$ cat config.mk
export PLATFORM = sky130hd
export DESIGN_NAME = cpuTop
export DESIGN_NICKNAME = d
export VERILOG_FILES = /design/src/cpuPkg.sv /design/src/cpuAlu.sv /design/src/cpuRegisterBus.sv /design/src/cpuSequencer.sv /design/src/cpuTop.sv
export SDC_FILE = /design/constraint.sdc
export NUM_CORES = 1
export LEC_CHECK = 0
export ABC_AREA = 1
export BUFFER_PORTS_ARGS = -buffer_cell sky130_fd_sc_hd__buf_2
export CAP_MARGIN = 0
export CORE_MARGIN = 4
export CORE_UTILIZATION = 50
export DETAILED_ROUTE_END_ITERATION = 6
export PLACE_DENSITY = 0.66
export SETUP_SLACK_MARGIN = 0.5
export SYNTH_ARGS = -nofsm -noshare
export SYNTH_HDL_FRONTEND = slang
export SYNTH_SLANG_ARGS = --single-unit
$ cat constraint.sdc
create_clock -name CLK -period 3.93 [get_ports CLK]
set_clock_uncertainty 0.2 [all_clocks]
set_input_delay 0.1965 -clock CLK [delete_from_list [all_inputs] [get_ports CLK]]
set_output_delay 0.1965 -clock CLK [all_outputs]
set_load 0.005 [all_outputs]
$ cat src/cpuPkg.sv
package cpuPkg;

    //////////////////////////////////////////////////////////////////////
    // Widths with a meaning
    //////////////////////////////////////////////////////////////////////

    // One data byte, registers and bus payload
    typedef logic [7:0] byteT;
    // ROM or data bus address
    typedef logic [7:0] addrT;
    // Arithmetic operation, high nibble of the instruction byte
    typedef logic [3:0] aluOpT;

    // Arithmetic operation codes
    localparam aluOpT aluAdd        = 4'h0;
    localparam aluOpT aluSub        = 4'h1;
    localparam aluOpT aluAnd        = 4'h2;
    localparam aluOpT aluOr         = 4'h3;
    localparam aluOpT aluXor        = 4'h4;
    localparam aluOpT aluShiftLeft  = 4'h5;
    localparam aluOpT aluShiftRight = 4'h6;
    localparam aluOpT aluIncrement  = 4'h7;
    // Compare codes, result is 0x01 or 0x00
    localparam aluOpT aluEqual      = 4'h8;
    localparam aluOpT aluGreater    = 4'h9;
    localparam aluOpT aluLess       = 4'hA;

    // Low nibble opcodes, 0x9 to 0xC and 0xF fall into idle
    typedef enum logic [3:0] {
        readA    = 4'h0,
        readB    = 4'h1,
        writeA   = 4'h2,
        writeB   = 4'h3,
        mathsA   = 4'h4,
        mathsB   = 4'h5,
        branch   = 4'h6,
        gotoAddr = 4'h7,
        gotoIdle = 4'h8,
        loadImmA = 4'hD,
        loadImmB = 4'hE
    } instrT;

    //////////////////////////////////////////////////////////////////////
    // Sequencer states
    //////////////////////////////////////////////////////////////////////

    typedef enum logic [4:0] {
        idle         = 5'h00,
        vector0      = 5'h01,
        vector1      = 5'h02,
        vector2      = 5'h03,
        decode       = 5'h04,
        readStart    = 5'h05,
        readAddr     = 5'h06,
        readWait     = 5'h07,
        readLoad     = 5'h08,
        writeStart   = 5'h09,
        writeIssue   = 5'h0A,
        mathsLoad    = 5'h0B,
        mathsWait    = 5'h0C,
        branchStart  = 5'h0D,
        branchCheck  = 5'h0E,
        branchWait   = 5'h0F,
        gotoStart    = 5'h10,
        gotoLoad     = 5'h11,
        gotoWait     = 5'h12,
        loadImmStart = 5'h13,
        loadImmLoad  = 5'h14,
        loadImmWait  = 5'h15
    } stateT;

    // Where a register load takes its byte from
    typedef enum logic [1:0] {
        fromBus = 2'd0,
        fromRom = 2'd1,
        fromAlu = 2'd2
    } regSourceT;

    // Fixed addresses
    localparam addrT resetPc     = 8'h00;
    localparam addrT irqAVector  = 8'hFF;
    localparam addrT irqBVector  = 8'hFE;
    localparam addrT idleBusAddr = 8'hFF;

    // Interrupt lines
    localparam int irqCount = 2;

endpackage

$ cat src/cpuAlu.sv
`timescale 1ns/1ps

module cpuAlu (
    input  cpuPkg::aluOpT aluOp,
    input  cpuPkg::byteT  regA,
    input  cpuPkg::byteT  regB,
    output cpuPkg::byteT  aluResult,
    output logic          branchTaken
);

    // Set for the three compare codes
    logic isCompare;

    always_comb begin
        case (aluOp)
            // Plain arithmetic, 8-bit wraparound
            cpuPkg::aluAdd:        aluResult = regA + regB;
            cpuPkg::aluSub:        aluResult = regA - regB;
            // Bitwise
            cpuPkg::aluAnd:        aluResult = regA & regB;
            cpuPkg::aluOr:         aluResult = regA | regB;
            cpuPkg::aluXor:        aluResult = regA ^ regB;
            // Single operand on A
            cpuPkg::aluShiftLeft:  aluResult = regA << 1;
            cpuPkg::aluShiftRight: aluResult = regA >> 1;
            cpuPkg::aluIncrement:  aluResult = regA + 8'd1;
            // Compares give 0x01 when they hold
            cpuPkg::aluEqual: begin
                aluResult = (regA == regB) ? 8'h01 : 8'h00;
            end
            cpuPkg::aluGreater: begin
                aluResult = (regA > regB) ? 8'h01 : 8'h00;
            end
            cpuPkg::aluLess: begin
                aluResult = (regA < regB) ? 8'h01 : 8'h00;
            end
            // Unused codes
            default:               aluResult = 8'h00;
        endcase
    end

    assign isCompare = (aluOp == cpuPkg::aluEqual) ||
                       (aluOp == cpuPkg::aluGreater) ||
                       (aluOp == cpuPkg::aluLess);

    // Sequencer samples this in its branch stage only
    assign branchTaken = isCompare && aluResult[0];

endmodule

$ cat src/cpuRegisterBus.sv
`timescale 1ns/1ps

module cpuRegisterBus (
    input  logic              CLK,
    input  logic              RESET,
    input  logic              loadRegA,
    input  logic              loadRegB,
    input  cpuPkg::regSourceT regSource,
    input  logic              busAddrLoad,
    input  logic              busWrite,
    input  logic              writeFromB,
    input  cpuPkg::byteT      romData,
    input  cpuPkg::byteT      busDataIn,
    input  cpuPkg::byteT      aluResult,
    output cpuPkg::byteT      regA,
    output cpuPkg::byteT      regB,
    output cpuPkg::addrT      busAddr,
    output cpuPkg::byteT      busDataOut,
    output logic              busWe
);

    // Byte that goes into the selected register
    cpuPkg::byteT regIn;

    //////////////////////////////////////////////////////////////////////
    // Working registers
    //////////////////////////////////////////////////////////////////////

    always_comb begin
        case (regSource)
            cpuPkg::fromBus: regIn = busDataIn;
            cpuPkg::fromRom: regIn = romData;
            cpuPkg::fromAlu: regIn = aluResult;
            default:         regIn = busDataIn;
        endcase
    end

    // Payload, loaded on strobe only
    always_ff @(posedge CLK) begin
        if (loadRegA) begin
            regA <= regIn;
        end
        if (loadRegB) begin
            regB <= regIn;
        end
        // Write data captured with the strobe
        if (busWrite) begin
            busDataOut <= writeFromB ? regB : regA;
        end
    end

    //////////////////////////////////////////////////////////////////////
    // Bus address and write strobe
    //////////////////////////////////////////////////////////////////////

    always_ff @(posedge CLK) begin
        if (RESET) begin
            busAddr <= cpuPkg::idleBusAddr;
            busWe   <= 1'b0;
        end else begin
            // Operand byte is the address, idle value between accesses
            if (busAddrLoad || busWrite) begin
                busAddr <= romData;
            end else begin
                busAddr <= cpuPkg::idleBusAddr;
            end
            busWe <= busWrite;
        end
    end

    // A read and a write never start in the same cycle
    accessExclusive: assert property (@(posedge CLK) disable iff (RESET)
        !(busAddrLoad && busWrite));

endmodule

$ cat src/cpuSequencer.sv
`timescale 1ns/1ps

module cpuSequencer (
    input  logic                          CLK,
    input  logic                          RESET,
    input  cpuPkg::byteT                  romData,
    input  logic                          branchTaken,
    input  logic [cpuPkg::irqCount-1:0]   irqRaise,
    output cpuPkg::addrT                  romAddress,
    output logic [cpuPkg::irqCount-1:0]   irqAck,
    output cpuPkg::aluOpT                 aluOp,
    output logic                          loadRegA,
    output logic                          loadRegB,
    output cpuPkg::regSourceT             regSource,
    output logic                          busAddrLoad,
    output logic                          busWrite,
    output logic                          writeFromB
);

    // FSM and fetch state
    cpuPkg::stateT               state;
    cpuPkg::stateT               stateNext;
    cpuPkg::addrT                pc;
    cpuPkg::addrT                pcNext;
    logic [1:0]                  offset;
    logic [1:0]                  offsetNext;
    // Latched instruction fields
    cpuPkg::aluOpT               aluOpNext;
    logic                        regSelB;
    logic                        regSelBNext;
    logic [cpuPkg::irqCount-1:0] irqAckNext;
    // Register load request, split into A or B below
    logic                        regLoad;

    // ROM answers one cycle after the address, so fetch runs ahead
    assign romAddress = pc + cpuPkg::addrT'(offset);

    assign loadRegA   = regLoad && !regSelB;
    assign loadRegB   = regLoad && regSelB;
    assign writeFromB = regSelB;

    always_ff @(posedge CLK) begin
        if (RESET) begin
            state   <= cpuPkg::decode;
            pc      <= cpuPkg::resetPc;
            offset  <= 2'd0;
            aluOp   <= cpuPkg::aluAdd;
            regSelB <= 1'b0;
            irqAck  <= '0;
        end else begin
            state   <= stateNext;
            pc      <= pcNext;
            offset  <= offsetNext;
            aluOp   <= aluOpNext;
            regSelB <= regSelBNext;
            irqAck  <= irqAckNext;
        end
    end

    always_comb begin
        // Hold everything, strobes idle
        stateNext   = state;
        pcNext      = pc;
        offsetNext  = 2'd0;
        aluOpNext   = aluOp;
        regSelBNext = regSelB;
        irqAckNext  = '0;
        regLoad     = 1'b0;
        regSource   = cpuPkg::fromBus;
        busAddrLoad = 1'b0;
        busWrite    = 1'b0;

        case (state)
            //////////////////////////////////////////////////////////////////////
            // Idle and interrupt vector fetch
            //////////////////////////////////////////////////////////////////////
            // Line 0 has priority
            cpuPkg::idle: begin
                if (irqRaise[0]) begin
                    stateNext  = cpuPkg::vector0;
                    pcNext     = cpuPkg::irqAVector;
                    irqAckNext = 2'b01;
                end else if (irqRaise[1]) begin
                    stateNext  = cpuPkg::vector0;
                    pcNext     = cpuPkg::irqBVector;
                    irqAckNext = 2'b10;
                end
            end
            // Vector address on the ROM
            cpuPkg::vector0: stateNext = cpuPkg::vector1;
            // Handler start address arrives
            cpuPkg::vector1: begin
                pcNext    = romData;
                stateNext = cpuPkg::vector2;
            end
            // First handler byte in flight
            cpuPkg::vector2: stateNext = cpuPkg::decode;

            //////////////////////////////////////////////////////////////////////
            // Decode, romData holds the instruction at pc
            //////////////////////////////////////////////////////////////////////
            cpuPkg::decode: begin
                aluOpNext   = cpuPkg::aluOpT'(romData[7:4]);
                offsetNext  = 2'd1;
                regSelBNext = 1'b0;
                case (cpuPkg::instrT'(romData[3:0]))
                    cpuPkg::readA:    stateNext = cpuPkg::readStart;
                    cpuPkg::readB: begin
                        stateNext   = cpuPkg::readStart;
                        regSelBNext = 1'b1;
                    end
                    cpuPkg::writeA:   stateNext = cpuPkg::writeStart;
                    cpuPkg::writeB: begin
                        stateNext   = cpuPkg::writeStart;
                        regSelBNext = 1'b1;
                    end
                    cpuPkg::mathsA:   stateNext = cpuPkg::mathsLoad;
                    cpuPkg::mathsB: begin
                        stateNext   = cpuPkg::mathsLoad;
                        regSelBNext = 1'b1;
                    end
                    cpuPkg::branch:   stateNext = cpuPkg::branchStart;
                    cpuPkg::gotoAddr: stateNext = cpuPkg::gotoStart;
                    cpuPkg::loadImmA: stateNext = cpuPkg::loadImmStart;
                    cpuPkg::loadImmB: begin
                        stateNext   = cpuPkg::loadImmStart;
                        regSelBNext = 1'b1;
                    end
                    // Go to idle, also dropped and unused opcodes
                    cpuPkg::gotoIdle: stateNext = cpuPkg::idle;
                    default:          stateNext = cpuPkg::idle;
                endcase
            end

            // Read, operand is the bus address
            cpuPkg::readStart: stateNext = cpuPkg::readAddr;
            cpuPkg::readAddr: begin
                busAddrLoad = 1'b1;
                stateNext   = cpuPkg::readWait;
            end
            // Next fetch starts while RAM answers
            cpuPkg::readWait: begin
                pcNext    = pc + 8'd2;
                stateNext = cpuPkg::readLoad;
            end
            cpuPkg::readLoad: begin
                regLoad   = 1'b1;
                regSource = cpuPkg::fromBus;
                stateNext = cpuPkg::decode;
            end

            // Write, operand is the bus address
            cpuPkg::writeStart: begin
                pcNext    = pc + 8'd2;
                stateNext = cpuPkg::writeIssue;
            end
            cpuPkg::writeIssue: begin
                busWrite  = 1'b1;
                stateNext = cpuPkg::decode;
            end

            // Arithmetic, single byte
            cpuPkg::mathsLoad: begin
                regLoad   = 1'b1;
                regSource = cpuPkg::fromAlu;
                pcNext    = pc + 8'd1;
                stateNext = cpuPkg::mathsWait;
            end
            cpuPkg::mathsWait: stateNext = cpuPkg::decode;

            // Branch, prefetch pc+2 in case it is not taken
            cpuPkg::branchStart: begin
                offsetNext = 2'd2;
                stateNext  = cpuPkg::branchCheck;
            end
            cpuPkg::branchCheck: begin
                if (branchTaken) begin
                    pcNext    = romData;
                    stateNext = cpuPkg::branchWait;
                end else begin
                    pcNext    = pc + 8'd2;
                    stateNext = cpuPkg::decode;
                end
            end
            cpuPkg::branchWait: stateNext = cpuPkg::decode;

            // Goto
            cpuPkg::gotoStart: stateNext = cpuPkg::gotoLoad;
            cpuPkg::gotoLoad: begin
                pcNext    = romData;
                stateNext = cpuPkg::gotoWait;
            end
            cpuPkg::gotoWait: stateNext = cpuPkg::decode;

            // Load immediate
            cpuPkg::loadImmStart: stateNext = cpuPkg::loadImmLoad;
            cpuPkg::loadImmLoad: begin
                regLoad   = 1'b1;
                regSource = cpuPkg::fromRom;
                pcNext    = pc + 8'd2;
                stateNext = cpuPkg::loadImmWait;
            end
            cpuPkg::loadImmWait: stateNext = cpuPkg::decode;

            default: stateNext = cpuPkg::idle;
        endcase
    end

    // At most one register load or bus strobe per cycle
    loadExclusive: assert property (@(posedge CLK) disable iff (RESET)
        $onehot0({loadRegA, loadRegB, busAddrLoad, busWrite}));

    // Ack is a single-cycle pulse on one line
    irqAckPulse: assert property (@(posedge CLK) disable iff (RESET)
        (irqAck != '0) |=> (irqAck == '0));
    irqAckOneHot: assert property (@(posedge CLK) disable iff (RESET)
        $onehot0(irqAck));

endmodule

$ cat src/cpuTop.sv
`timescale 1ns/1ps

module cpuTop (
    input  logic                        CLK,
    input  logic                        RESET,
    output cpuPkg::addrT                romAddress,
    input  cpuPkg::byteT                romData,
    output cpuPkg::addrT                busAddr,
    output cpuPkg::byteT                busDataOut,
    output logic                        busWe,
    input  cpuPkg::byteT                busDataIn,
    input  logic [cpuPkg::irqCount-1:0] irqRaise,
    output logic [cpuPkg::irqCount-1:0] irqAck
);

    // Sequencer to register unit
    logic              loadRegA;
    logic              loadRegB;
    cpuPkg::regSourceT regSource;
    logic              busAddrLoad;
    logic              busWrite;
    logic              writeFromB;
    // Arithmetic paths
    cpuPkg::aluOpT     aluOp;
    cpuPkg::byteT      regA;
    cpuPkg::byteT      regB;
    cpuPkg::byteT      aluResult;
    logic              branchTaken;

    // FSM, program counter and interrupt handling
    cpuSequencer sequencer_i (
        .CLK         (CLK),
        .RESET       (RESET),
        .romData     (romData),
        .branchTaken (branchTaken),
        .irqRaise    (irqRaise),
        .romAddress  (romAddress),
        .irqAck      (irqAck),
        .aluOp       (aluOp),
        .loadRegA    (loadRegA),
        .loadRegB    (loadRegB),
        .regSource   (regSource),
        .busAddrLoad (busAddrLoad),
        .busWrite    (busWrite),
        .writeFromB  (writeFromB)
    );

    // Combinational arithmetic on A and B
    cpuAlu alu_i (
        .aluOp       (aluOp),
        .regA        (regA),
        .regB        (regB),
        .aluResult   (aluResult),
        .branchTaken (branchTaken)
    );

    // Registers A and B, data bus outputs
    cpuRegisterBus registerBus_i (
        .CLK         (CLK),
        .RESET       (RESET),
        .loadRegA    (loadRegA),
        .loadRegB    (loadRegB),
        .regSource   (regSource),
        .busAddrLoad (busAddrLoad),
        .busWrite    (busWrite),
        .writeFromB  (writeFromB),
        .romData     (romData),
        .busDataIn   (busDataIn),
        .aluResult   (aluResult),
        .regA        (regA),
        .regB        (regB),
        .busAddr     (busAddr),
        .busDataOut  (busDataOut),
        .busWe       (busWe)
    );

endmodule

; ---- Word level (Yosys, flattened, before mapping)
; Index checks and enable logic that the tools add are counted.
[op_classes]
n_reduce_logical = 24
n_bitwise = 5
add_sub_neg = 6
eq_ne = 44
order_cmp = 2
muxes = 23
[op_table]
columns = cell, count
row1 = case mux 8 bit (11 select lines), 1
row2 = case mux 5 bit (16 select lines), 1
row3 = equality test 5 x 4 -> 1 bit (second input constant), 8
row4 = case mux 8 bit (5 select lines), 1
row5 = equality test 4 x 3 -> 1 bit (second input constant), 8
row6 = two-way mux 8 bit, 4
row7 = equality test 5 bit (second input constant), 6
row8 = case mux 5 bit (6 select lines), 1
row9 = equality test 4 bit (second input constant), 5
row10 = equality test 5 x 3 -> 1 bit (second input constant), 4
row11 = adder 8 x 1 -> 8 bit (second input constant), 2
row12 = equality test 4 x 2 -> 1 bit (second input constant), 4
row13 = case mux 8 bit (2 select lines), 1
row14 = OR reduction 2 bit, 7
row15 = equality test 5 x 2 -> 1 bit (second input constant), 2
row16 = two-way mux 5 bit, 2
row17 = OR reduction 3 bit, 3
row18 = adder 8 x 2 -> 8 bit, 1
row19 = adder 8 x 2 -> 8 bit (second input constant), 1
row20 = adder 8 bit, 1
row21 = AND 8 bit, 1
row22 = equality test 4 x 1 -> 1 bit (second input constant), 2
row23 = equality test 8 bit, 1
row24 = greater-than comparator 8 bit, 1
row25 = other kinds (22), 36
[word_totals]
register_bits = 55
out_inout_bits = 27
inputBits = 20
word_cells = 116

; ---- Depth between registers and ports, before layout
; Gate-level depths: netlist of the first run.
[logic_depth]
ltp_word = 6
mapped_depth = 20
ltp_nobuf = 20

; ---- Cells and area by module
; A second synthesis of the first run with hierarchy kept.
[hier_totals]
cells_unflattened = 703
area_unflattened_um2 = 4606.9
[modules_own_cells]
columns = module, area_per_inst_um2, seq_area_each_um2, cells_per_inst, n_inst
row1 = cpuSequencer, 1732.9, 440.4, 286, 1
row2 = cpuAlu, 1531.5, 0.0, 282, 1
row3 = cpuRegisterBus, 1342.5, 900.9, 135, 1

; ---- Least setup slack after synthesis of the first run
; No wires, ideal clock.
[synth_path]
path_kind = flip-flop to flip-flop
from = register sequencer_i.aluOp[2]
to = register registerBus_i.regA[6] (data pin)
synth_period_minus_slack_ps = 2578
t_required_ps = 3465
n_path_buf = 0
arrival_time_ps = 2113
setup_time_ps = 265
stages_incl_launch_ff = 20
slack_ps = 1352
path_cell_list = dfxtp_1 -> inv_1 -> nor2_1 -> nand2_1 -> nand2_1 -> ha_1 -> inv_1 -> fa_1 -> inv_1 -> nand2_1 -> nand2_1 -> nand2_1 -> nand2_1 -> nand2_1 -> a21oi_1 -> o21ai_0 -> nand3_1 -> nand3b_1 -> nand2_1 -> nand3_1
[synth_between]
elab_chain_len = 3
elab_cells_between_ends = 13
cone_classes = 10 x eq/ne / 2 x mux / 1 x reduce/logical
[synth_lines]
columns = element, line_no
row1 = start: declaration, cpuSequencer.sv:11  ; output cpuPkg::aluOpT aluOp,
row2 = start signal: assignment, cpuSequencer.sv:47  ; aluOp <= cpuPkg::aluAdd;
row3 = start signal: assignment, cpuSequencer.sv:54  ; aluOp <= aluOpNext;
row4 = "equality test 4 bit, or another cell as far along", cpuAlu.sv:15  ; case (aluOp)
row5 = case mux 8 bit (11 select lines) *, cpuAlu.sv:15
row6 = case mux 8 bit (2 select lines) *, cpuRegisterBus.sv:30  ; case (regSource)
row7 = net registerBus_i.regIn[6], cpuRegisterBus.sv:23  ; cpuPkg::byteT regIn;
row8 = end signal: assignment, cpuRegisterBus.sv:41  ; regA <= regIn;
row9 = end: declaration, cpuRegisterBus.sv:15  ; output cpuPkg::byteT regA,
; The timed path passes the listed nets; every way through them passes the cells marked *.
; A chain may end at the register's enable or synchronous reset.

; ---- Worst setup path after layout of the first run
; Same ends and word-level chain as after synthesis.

==> run_results.csv, run 1 <==
group,metric,value,unit
die,die_w,100,um
timing,final_hold_viol_count,2,
global_routing,grt_pass1_wl,19500,um
clock_tree,cts_sinks,55,
place,dpl.hpwl,9100,um
final_layout,area_growth,12.6,%
clock_tree,clk_latency,0.32,ns
yosys,synth_top_area_share,0.170,
timing,finalSetupTns,0,ns
pwr,power_density,524,nW/um^2
critical_path,critPathArrivalTime,2.76,ns
final_layout,final.fill_count,829,
timing,finalCritPeriodShare,0.737,
global_routing,grt_pass1_vias,4112,
job,drv_cap,0,
final_layout,diodes,0,
global_routing,grt_max_degree,20,
timing,slew_viol_final,0,
yosys,ys_seq_area_frac,0.316,
yosys,async_reset_ff_frac,0,
clock_tree,cts_made_buffers,5,
yosys,netlist-cell-type-count,47,
timing,relSlewSlack,0.227,
detailed_routing,drt_wl_total,11500,um
yosys,synthesis.area,4250,sq um
clock_tree,clkTransAtPathRegs,0.11,ns
timing,whs,-0.000899,ns
final_layout,drive_gt1_frac,0.153,
global_routing,grt_antenna_before_repair,0,
clock_tree,cts-root-buf,"clkbuf_8",
yosys,ys_top_cells_by_area,"edfxtp_1 (17%), dfxtp_1 (15%), nand2_1 (11%)",
yosys,synth_top_cell_by_area,"edfxtp_1",
die,initial_core_util,0.514,
yosys,synth_nets,646,
run_status,status,"finished with violations",
critical_path,r2r-end,"registerBus_i.regA[6]$_DFFE_PP_",
detailed_routing,drt-initial-drc-count,178,
yosys,syn_area_per_cell,7.22,sq um
place,io_buffers,46,
die,core,8260,sq um
critical_path,end_kind,"register",
timing,worstMarginPinSlew,1.15,ns
detailed_routing,detail_route.wl_per_cell,15.4,um
detailed_routing,firstDrtPassIters,5,
yosys,synthTopCellsByCount,"nand2_1 (124), inv_1 (87), nor2_1 (53)",
detailed_routing,vias_per_cell,5.47,
detailed_routing,drc,0,
die,fp-row-count,33,
timing,setup_viol,0,
yosys,ys_ff_latch,55,
detailed_routing,antenna_left,0,
critical_path,r2r_slack,1.03,ns
yosys,yosysMostFrequentCell,"nand2_1",
final_layout,final_nets,702,
final_layout,final_cell_area,4780,sq um
yosys,synth-main-ff-cell,"dfxtp_1",
critical_path,crit_type,"register to register",
clock_tree,post_cts_buffers,0,
clock_tree,clock_path_buffers,2,
pwr,leakagePower,2.21,nW
global_routing,grt_usage,0.240,
hold_path,min_from,"busDataIn[6]",
clock_tree,ctsHtreeMaxLevel,2,
hold_path,hold_path_depth,3,
run_status,violations,"hold timing",
hold_path,hold_end,"registerBus_i.regB[6]$_DFFE_PP_",
timing,min_period,2.90,ns
yosys,ys_warn_count,0,
yosys,synth_edf_count,24,
timing,max_freq,345,MHz
critical_path,r2r_cells,19,
hold_path,hp-class,"input port to register",
critical_path,r2r_start,"sequencer_i.aluOp[2]$_SDFFE_PP0P_",
clock_tree,cts_tree,"built",
die,die_area,10000,sq um
clock_tree,cts-resized-gates,0,
critical_path,crit_fanout,5,
clock_tree,cts_hold_buf,11,
die,ios,47,
global_routing,grt.overflow.total,0,
place,gp_congestion,0.897,
yosys,synth_cells,588,
detailed_routing,vias,4100,
critical_path,start_kind,"register",
critical_path,crit_required,3.79,ns
pwr,irDropWorstVdd,0.308,mV
timing,grt_setup_unrepaired,"false",
die,dieHeight,100,um
place,dpl_cell_area,4580,sq um
## cells by family after synthesis
group	Yosys count	synth area share
simple gates	251	0.271
compound gates	126	0.176
buf+inv	107	0.0969
flops	55	0.316
fa+ha+maj	38	0.117
xor+xnor	11	0.0227
## layout make-up
cell class,instances,area [sq um],area share
Tap cell,105,131,0.0275
Inverter,97,364,0.0761
Sequential cell,55,1340,0.280
Timing Repair Buffer,59,355,0.0743
Multi-Input combinational cell,426,2490,0.522
Clock buffer,5,68.8,0.0144
Clock inverter,3,27.5,0.00575
## flip-flops by register name (all words and copies together) (netlist names)
register                  cells
sequencer_i.aluOp             4
registerBus_i.regA            8
registerBus_i.busAddr         8
registerBus_i.busDataOut      8
registerBus_i.busWe           1
sequencer_i.writeFromB        1
sequencer_i.state             5
registerBus_i.regB            8
sequencer_i.irqAck            2
sequencer_i.pc                8
sequencer_i.offset            2
## per-layer routing
metal	vias up	GRT usage	wire (um)
met5	-	0	0
met4	0	0.0798	263
met3	15	0.0243	615
met2	133	0.434	5850
met1	1890	0.299	4790
li1	2062	-	-
## how the worst max path moves through the flow
stage | startpoint | to | slack, ns | depth (start not counted)
2_1_floorplan | sequencer_i.aluOp[2]$_SDFFE_PP0P_ | registerBus_i.regA[6]$_DFFE_PP_ | 1.35 | 19
3_3_place_gp | sequencer_i.aluOp[2]$_SDFFE_PP0P_ | registerBus_i.regA[6]$_DFFE_PP_ | 1.18 | 19
3_5_place_dp | sequencer_i.aluOp[2]$_SDFFE_PP0P_ | registerBus_i.regA[6]$_DFFE_PP_ | 1.09 | 19
4_1_cts | sequencer_i.aluOp[2]$_SDFFE_PP0P_ | registerBus_i.regA[6]$_DFFE_PP_ | 1.04 | 19
5_1_grt | sequencer_i.aluOp[2]$_SDFFE_PP0P_ | registerBus_i.regB[6]$_DFFE_PP_ | 0.70 | 19
6_report | sequencer_i.aluOp[2]$_SDFFE_PP0P_ | registerBus_i.regA[6]$_DFFE_PP_ | 1.03 | 19
## stage by stage
step / utilization / setup WS, ns / hold WS [ns] / instances / total power [W]
final: 0.579 / 1.03 / -0.000899 / 750 / 0.00251
after global routing: 0.579 / 0.702 / 0.0173 / 750 / 0.00273
after CTS: 0.579 / 1.04 / 0.00265 / 750 / 0.00250
after detailed placement: 0.554 / 1.09 / 0.239 / 731 / 0.00215
after global placement: 0.554 / 1.18 / 0.241 / 731 / 0.00214
after floorplan: - / 1.35 / 0.102 / 588 / 0.00181
## critical path, cell delays in order, from the launching register on
cell and delay (ns):
dfxtp_1 0.38, inv_1 0.05, nor2_1 0.18, nand2_1 0.16
nand2_1 0.09, ha_1 0.16, inv_1 0.06, fa_1 0.39
inv_1 0.08, nand2_1 0.06, nand2_1 0.06, nand2_1 0.05
nand2_1 0.07, nand2_1 0.06, a21oi_1 0.16, o21ai_0 0.10
nand3_1 0.09, nand3b_1 0.10, nand2_1 0.07, nand3_1 0.07
## power by group
group	total, W	internal [W]	switching [W]
logic	0.00129	0.000453	0.000836
clock network	0.000341	0.000131	0.000210
registers	0.000876	0.000724	0.000152
## placed cells by master (no fill, tap or decap), types with 10 or more instances in the layout
cell type,instances
nand2_1,124
nor2_1,53
o21ai_0,39
edfxtp_1,24
buf_2,46
inv_2,10
o22ai_1,10
a21oi_1,31
inv_1,87
nand3_1,32
o21ai_1,10
dlygate4sd3_1,11
ha_1,35
dfxtp_1,31
No activity file was read; power rests on OpenSTA's default activity.
==> inputs of run 2 (changes only) <==
- PLACE_DENSITY: 0.66 -> 0.68
- clock period: 3.93 -> 2.3 ns (I/O delays scaled with it)
==> run_results.csv, run 2 (synthesized netlist as in run 1, its figures left out) <==
group,metric,value,unit
final_layout,final_nets,815,
detailed_routing,vias_per_cell,5.58,
detailed_routing,drc,0,
clock_tree,clkTransAtPathRegs,0.11,ns
pwr,switching_power,0.00253,W
timing,slew_viol_final,0,
critical_path,r2r-end,"registerBus_i.regB[6]$_DFFE_PP_",
pwr,power_density,829,nW/um^2
critical_path,startpoint,"sequencer_i.aluOp[2]$_SDFFE_PP0P_",
critical_path,r2r_slack,-0.24,ns
die,core,8260,sq um
final_layout,drive_gt1_frac,0.456,
final_layout,area_growth,52.1,%
timing,relSlewSlack,0.634,
pwr,power_frac_clock,0.104,
die,dieHeight,100,um
detailed_routing,drt_wl_total,14900,um
critical_path,crit_slowest_cell,"dfxtp_2",
pwr,seq_power_share,0.270,
critical_path,crit_end,"registerBus_i.regB[6]$_DFFE_PP_",
critical_path,end_kind,"register",
final_layout,seq_area,1360,sq um
critical_path,path_buf_inv,3,
pwr,pwr-share-comb,0.625,
timing,final_hold_viol_count,0,
timing,layout_setup_ws,-0.242,ns
final_layout,diodes,0,
timing,worstMarginPinSlew,0.543,ns
place,dpl.hpwl,10200,um
final_layout,final_cell_area,6460,sq um
critical_path,critPathArrivalTime,2.41,ns
place,io_buffers,46,
detailed_routing,drt-initial-drc-count,327,
pwr,irDropWorstVdd,0.555,mV
clock_tree,clock_path_buffers,2,
clock_tree,cts_tree,"built",
detailed_routing,antenna_left,0,
detailed_routing,detail_route.wl_per_cell,17.3,um
timing,setup_viol,27,
global_routing,grt_usage,0.280,
critical_path,cp_num_cells,19,
final_layout,layout_commonest_cell,"nand2_1",
final_layout,multi_input_area,3190,sq um
detailed_routing,vias,4819,
critical_path,r2r_cells,19,
pwr,internal_power,0.00283,W
critical_path,cp_top_family,"simple AND/OR/NAND/NOR gates",
run_status,status,"finished with violations",
critical_path,start_kind,"register",
die,die_w,100,um
final_layout,final.fill_count,563,
die,initial_core_util,0.514,
critical_path,crit_chain,"inv_2 -> nor2_4 -> nand2_4 -> nand2_4 -> ha_4 -> inv_2 -> fa_2 -> inv_2 -> nand2_2 -> nand2_1 -> nand2_1 -> nand2_2 -> nand2_2 -> a21oi_2 -> o21ai_1 -> nand3_1 -> nand3b_1 -> nand2_1 -> nand3_2",
pwr,swShare,0.472,
clock_tree,clk_latency,0.31,ns
clock_tree,cts_sinks,55,
pwr,leakagePower,2.88,nW
global_routing,grt_pass1_wl,22400,um
final_layout,final_cell_mix,"nand2_1 (101), buf_4 (95), inv_1 (63), buf_2 (45), nor2_1 (38)",
global_routing,grt_pass1_vias,4785,
critical_path,crit_type,"register to register",
place,gp_congestion,0.975,
global_routing,grt_max_degree,19,
global_routing,grt_antenna_before_repair,0,
run_status,violations,"setup timing",
critical_path,crit_fanout,3,
timing,max_freq,393,MHz
clock_tree,cts_made_buffers,5,
hold_path,hp-class,"input port to register",
die,fp-row-count,33,
critical_path,crit_required,2.17,ns
timing,min_period,2.54,ns
die,die_area,10000,sq um
global_routing,grt.overflow.total,0,
clock_tree,ctsHtreeMaxLevel,2,
timing,finalCritPeriodShare,1.11,
critical_path,r2r_start,"sequencer_i.aluOp[2]$_SDFFE_PP0P_",
place,dpl_cell_area,5220,sq um
die,ios,47,
detailed_routing,firstDrtPassIters,5,
critical_path,max_stage_delay,0.35,ns
job,drv_cap,0,
clock_tree,cts-root-buf,"clkbuf_8",
timing,grt_setup_unrepaired,"true",
pwr,power,0.00535,W
## run 2: power by group through the flow
stage	clock, W	combinational, W	sequential (W)
after global placement	0	0.00255	0.00142
after global routing	0.000614	0.00359	0.00147
after CTS	0.000571	0.00292	0.00143
after detailed placement	0	0.00259	0.00143
after floorplan	0	0.00174	0.00140
final	0.000558	0.00335	0.00145
## run 2: worst min-delay path by stage
stage          slack [ns]          from                             endpoint  cells after the start
6_report             0.03  busDataIn[7]      registerBus_i.regB[7]$_DFFE_PP_                      5
5_1_grt              0.03  busDataIn[7]      registerBus_i.regB[7]$_DFFE_PP_                      5
4_1_cts              0.02  busDataIn[7]      registerBus_i.regB[7]$_DFFE_PP_                      5
3_5_place_dp         0.18   irqRaise[1]     sequencer_i.irqAck[1]$_SDFF_PP0_                      3
3_3_place_gp         0.17   irqRaise[1]     sequencer_i.irqAck[1]$_SDFF_PP0_                      3
2_1_floorplan        0.02    romData[5]  registerBus_i.busAddr[5]$_SDFF_PP1_                      2
## run 2: timing repair
action	CTS	global route
gates resized for setup	109	73
endpoints found under the setup margin	53	52
hold buffers	19	0
pin swaps	56	41
setup buffers	11	17
hold endpoints to repair	42	0
## run 2: layout make-up
class                           instances  area share
Multi-Input combinational cell        426       0.494
Clock buffer                            5      0.0107
Timing Repair Buffer                  172       0.202
Clock inverter                          3     0.00368
Inverter                               97      0.0579
Tap cell                              105      0.0203
Sequential cell                        55       0.211
## run 2: worst min-delay path, stage by stage
cell     delay, ns
buf_2         0.08
nand2_1       0.06
o21ai_0       0.08
inv_1         0.05
nand2_1       0.07
## run 2: per-layer routing
metal | vias to the layer above | routed length [um] | track usage
met1 | 2271 | 5780 | 0.320
met5 | - | 0 | 0
li1 | 2293 | - | -
met2 | 202 | 7720 | 0.511
met4 | 0 | 632 | 0.140
met3 | 53 | 802 | 0.0354
## run 2: through the flow
step                      setup WS [ns]  std cells  hold slack [ns]  setup TNS, ns   util
after floorplan                  -0.141        588           0.0202         -0.527      -
after global placement           -0.221        808            0.166          -2.88  0.632
after detailed placement         -0.289        808            0.175          -5.01  0.632
after CTS                        -0.143        846           0.0221          -1.61  0.722
after global routing             -0.388        863           0.0338          -6.21  0.782
final                            -0.242        863           0.0314          -3.52  0.782
==> inputs of run 3 (changes only) <==
- ABC_AREA: 1 -> unset
- PLACE_DENSITY: 0.68 -> 0.66
- clock period: 2.3 -> 2.45 ns (I/O delays scaled with it)
==> run_results.csv, run 3 <==
group,metric,value,unit
timing,slew_viol_final,0,
timing,setup_viol,25,
pwr,leakagePower,2.64,nW
yosys,synthTopCellsByCount,"nand2_1 (49), inv_1 (37), nor2_1 (37)",
place,dpl_cell_area,5200,sq um
final_layout,area_growth,45.2,%
die,fp-row-count,33,
detailed_routing,vias,4503,
critical_path,start_kind,"register",
global_routing,grt_usage,0.266,
pwr,irDropWorstVdd,0.634,mV
critical_path,critPathArrivalTime,2.92,ns
yosys,ys_warn_count,0,
global_routing,grt.overflow.total,0,
die,initial_core_util,0.517,
critical_path,r2r-end,"sequencer_i.pc[4]$_SDFFE_PP0P_",
global_routing,grt_pass1_vias,4444,
place,dp_slack,-0.531,ns
place,dpl.hpwl,9700,um
critical_path,end_kind,"register",
critical_path,startpoint,"registerBus_i.regB[5]$_DFFE_PP_",
clock_tree,cts_sinks,55,
clock_tree,ctsHtreeMaxLevel,2,
hold_path,min_from,"busDataIn[5]",
place,dp_cells,718,
final_layout,final_cell_area,6190,sq um
hold_path,hp-class,"input port to register",
job,drv_cap,0,
final_layout,drive_gt1_frac,0.411,
final_layout,layout_commonest_cell,"buf_4",
clock_tree,clock_path_buffers,2,
timing,min_period,2.87,ns
timing,final_hold_viol_count,0,
detailed_routing,maxUsedRoutingLayer,"met4",
critical_path,r2r_slack,-0.42,ns
timing,worstMarginPinSlew,0.606,ns
yosys,synth-main-ff-cell,"dfxtp_1",
detailed_routing,firstDrtPassIters,5,
yosys,syn_area_per_cell,8.27,sq um
final_layout,fin_util,0.750,
run_status,violations,"setup timing",
timing,grt_setup_unrepaired,"true",
yosys,synthesis.area,4270,sq um
final_layout,final_cell_mix,"buf_4 (90), nand2_1 (46), buf_2 (46), nor2_1 (31)",
clock_tree,cts_tree,"built",
clock_tree,cts_made_buffers,5,
timing,relSlewSlack,0.593,
place,gp_congestion,0.934,
die,ios,47,
yosys,synth_top_cell_by_area,"edfxtp_1",
pwr,power_density,777,nW/um^2
clock_tree,clkTransAtPathRegs,0.11,ns
yosys,synth_cells,516,
yosys,yosysMostFrequentCell,"nand2_1",
place,io_buffers,46,
detailed_routing,drt_wl_total,13700,um
global_routing,grt_antenna_before_repair,0,
final_layout,stdcell_count,771,
final_layout,diodes,0,
critical_path,r2r_cells,10,
critical_path,crit_required,2.50,ns
detailed_routing,detail_route.wl_per_cell,17.8,um
run_status,status,"finished with violations",
critical_path,crit_fanout,5,
yosys,ys_seq_area_frac,0.314,
clock_tree,clk_latency,0.32,ns
hold_path,hold_end,"registerBus_i.regA[5]$_DFFE_PP_",
timing,max_freq,348,MHz
die,die_w,100,um
global_routing,grt_pass1_wl,21500,um
die,dieHeight,100,um
final_layout,final.fill_count,619,
timing,finalCritPeriodShare,1.17,
final_layout,final_nets,723,
clock_tree,cts-root-buf,"clkbuf_8",
critical_path,r2r_start,"registerBus_i.regB[5]$_DFFE_PP_",
detailed_routing,wl_met2,7060,um
yosys,synth_nets,574,
yosys,synth_top_area_share,0.169,
detailed_routing,drc,0,
hold_path,hold_path_depth,3,
detailed_routing,antenna_left,0,
detailed_routing,drt-initial-drc-count,180,
die,core,8260,sq um
yosys,async_reset_ff_frac,0,
critical_path,crit_type,"register to register",
global_routing,grt_max_degree,27,
yosys,netlist-cell-type-count,59,
detailed_routing,vias_per_cell,5.84,
detailed_routing,met3_wirelength,708,um
die,die_area,10100,sq um
timing,layout_setup_ws,-0.423,ns
yosys,synth_edf_count,24,
yosys,ys_top_cells_by_area,"edfxtp_1 (17%), dfxtp_1 (15%), ha_1 (10%)",
yosys,ys_ff_latch,55,
detailed_routing,drt-met1-wl,5410,um
run 3: cell count changes in the layout (fill, tap and decap cells not counted), sizes merged, moves of 8 or more:
| cell | previous run | this run |
|---|---|---|
| nand2 | 132 | 49 |
| inv | 98 | 38 |
| nor2 | 61 | 37 |
| nand3 | 35 | 13 |
| nor2b | 0 | 16 |
| o21ai | 52 | 36 |
| a22oi | 0 | 13 |
| nand2b | 0 | 11 |
| xnor2 | 3 | 14 |
| mux2i | 0 | 8 |
run 3: worst max-delay path, stage by stage, from the launching register on:
cell      delay (ns)
edfxtp_1        0.43
inv_2           0.10
ha_4            0.22
or4_4           0.56
o21ai_1         0.20
a31oi_2         0.08
buf_4           0.16
o21ai_4         0.20
a21oi_2         0.12
o311a_1         0.39
nor3_1          0.12
run 3: cells by family (layout without fill, tap and decap cells):
kind of cell,count (synthesis),after routing,synth area share
and+or+nand+nor,174,174,0.200
muxes,11,11,0.0267
adders and majority gates,38,38,0.117
xor gates and xnor gates,24,24,0.0493
AOI/OAI and AO/OA,147,147,0.230
buffers and inverters,67,217,0.0631
DFF,55,55,0.314
run 3: repair_timing:
| action | CTS | global route |
|---|---|---|
| hold buffers | 17 | 0 |
| pin swaps | 37 | 35 |
| gates resized for setup | 54 | 61 |
| hold endpoints to repair | 33 | 0 |
| endpoints found under the setup margin | 61 | 61 |
| setup buffers | 12 | 16 |
| cloned | 0 | 0 |
run 3: layout make-up:
cell class | count | area (sq um) | area share
repair buffers | 172 | 1300 | 0.210
inverters | 37 | 139 | 0.0224
well taps | 105 | 131 | 0.0212
flip-flops and latches | 55 | 1360 | 0.220
multi-input cells | 394 | 3150 | 0.508
clock inverters | 3 | 47.5 | 0.00768
clock buffers | 5 | 68.8 | 0.0111
run 3: power breakdown:
| part | switching, W | internal (W) |
|---|---|---|
| combinational | 0.00152 | 0.00126 |
| sequential | 0.000229 | 0.00116 |
| clock | 0.000343 | 0.000311 |
run 3: layer usage:
metal	global-route usage	vias up
met1	0.315	2134
li1	-	2146
met4	0.115	0
met2	0.479	178
met5	0	-
met3	0.0354	45
run 3: worst max path at each step:
stage and end:
2_1_floorplan sequencer_i.pc[0]$_SDFFE_PP0P_, 3_3_place_gp sequencer_i.pc[6]$_SDFFE_PP0P_, 3_5_place_dp sequencer_i.pc[6]$_SDFFE_PP0P_, 4_1_cts sequencer_i.pc[0]$_SDFFE_PP0P_, 5_1_grt registerBus_i.regB[0]$_DFFE_PP_, 6_report sequencer_i.pc[4]$_SDFFE_PP0P_
run 3: per-stage QoR:
stage	hold slack [ns]	power [W]	setup TNS (ns)
CTS	0.00816	0.00452	-6.37
finish	0.00345	0.00481	-7.47
global route	0.0281	0.00512	-10.12
detailed placement	0.127	0.00365	-7.12
global placement	0.120	0.00359	-5.65
floorplan	-0.000761	0.00287	-4.48
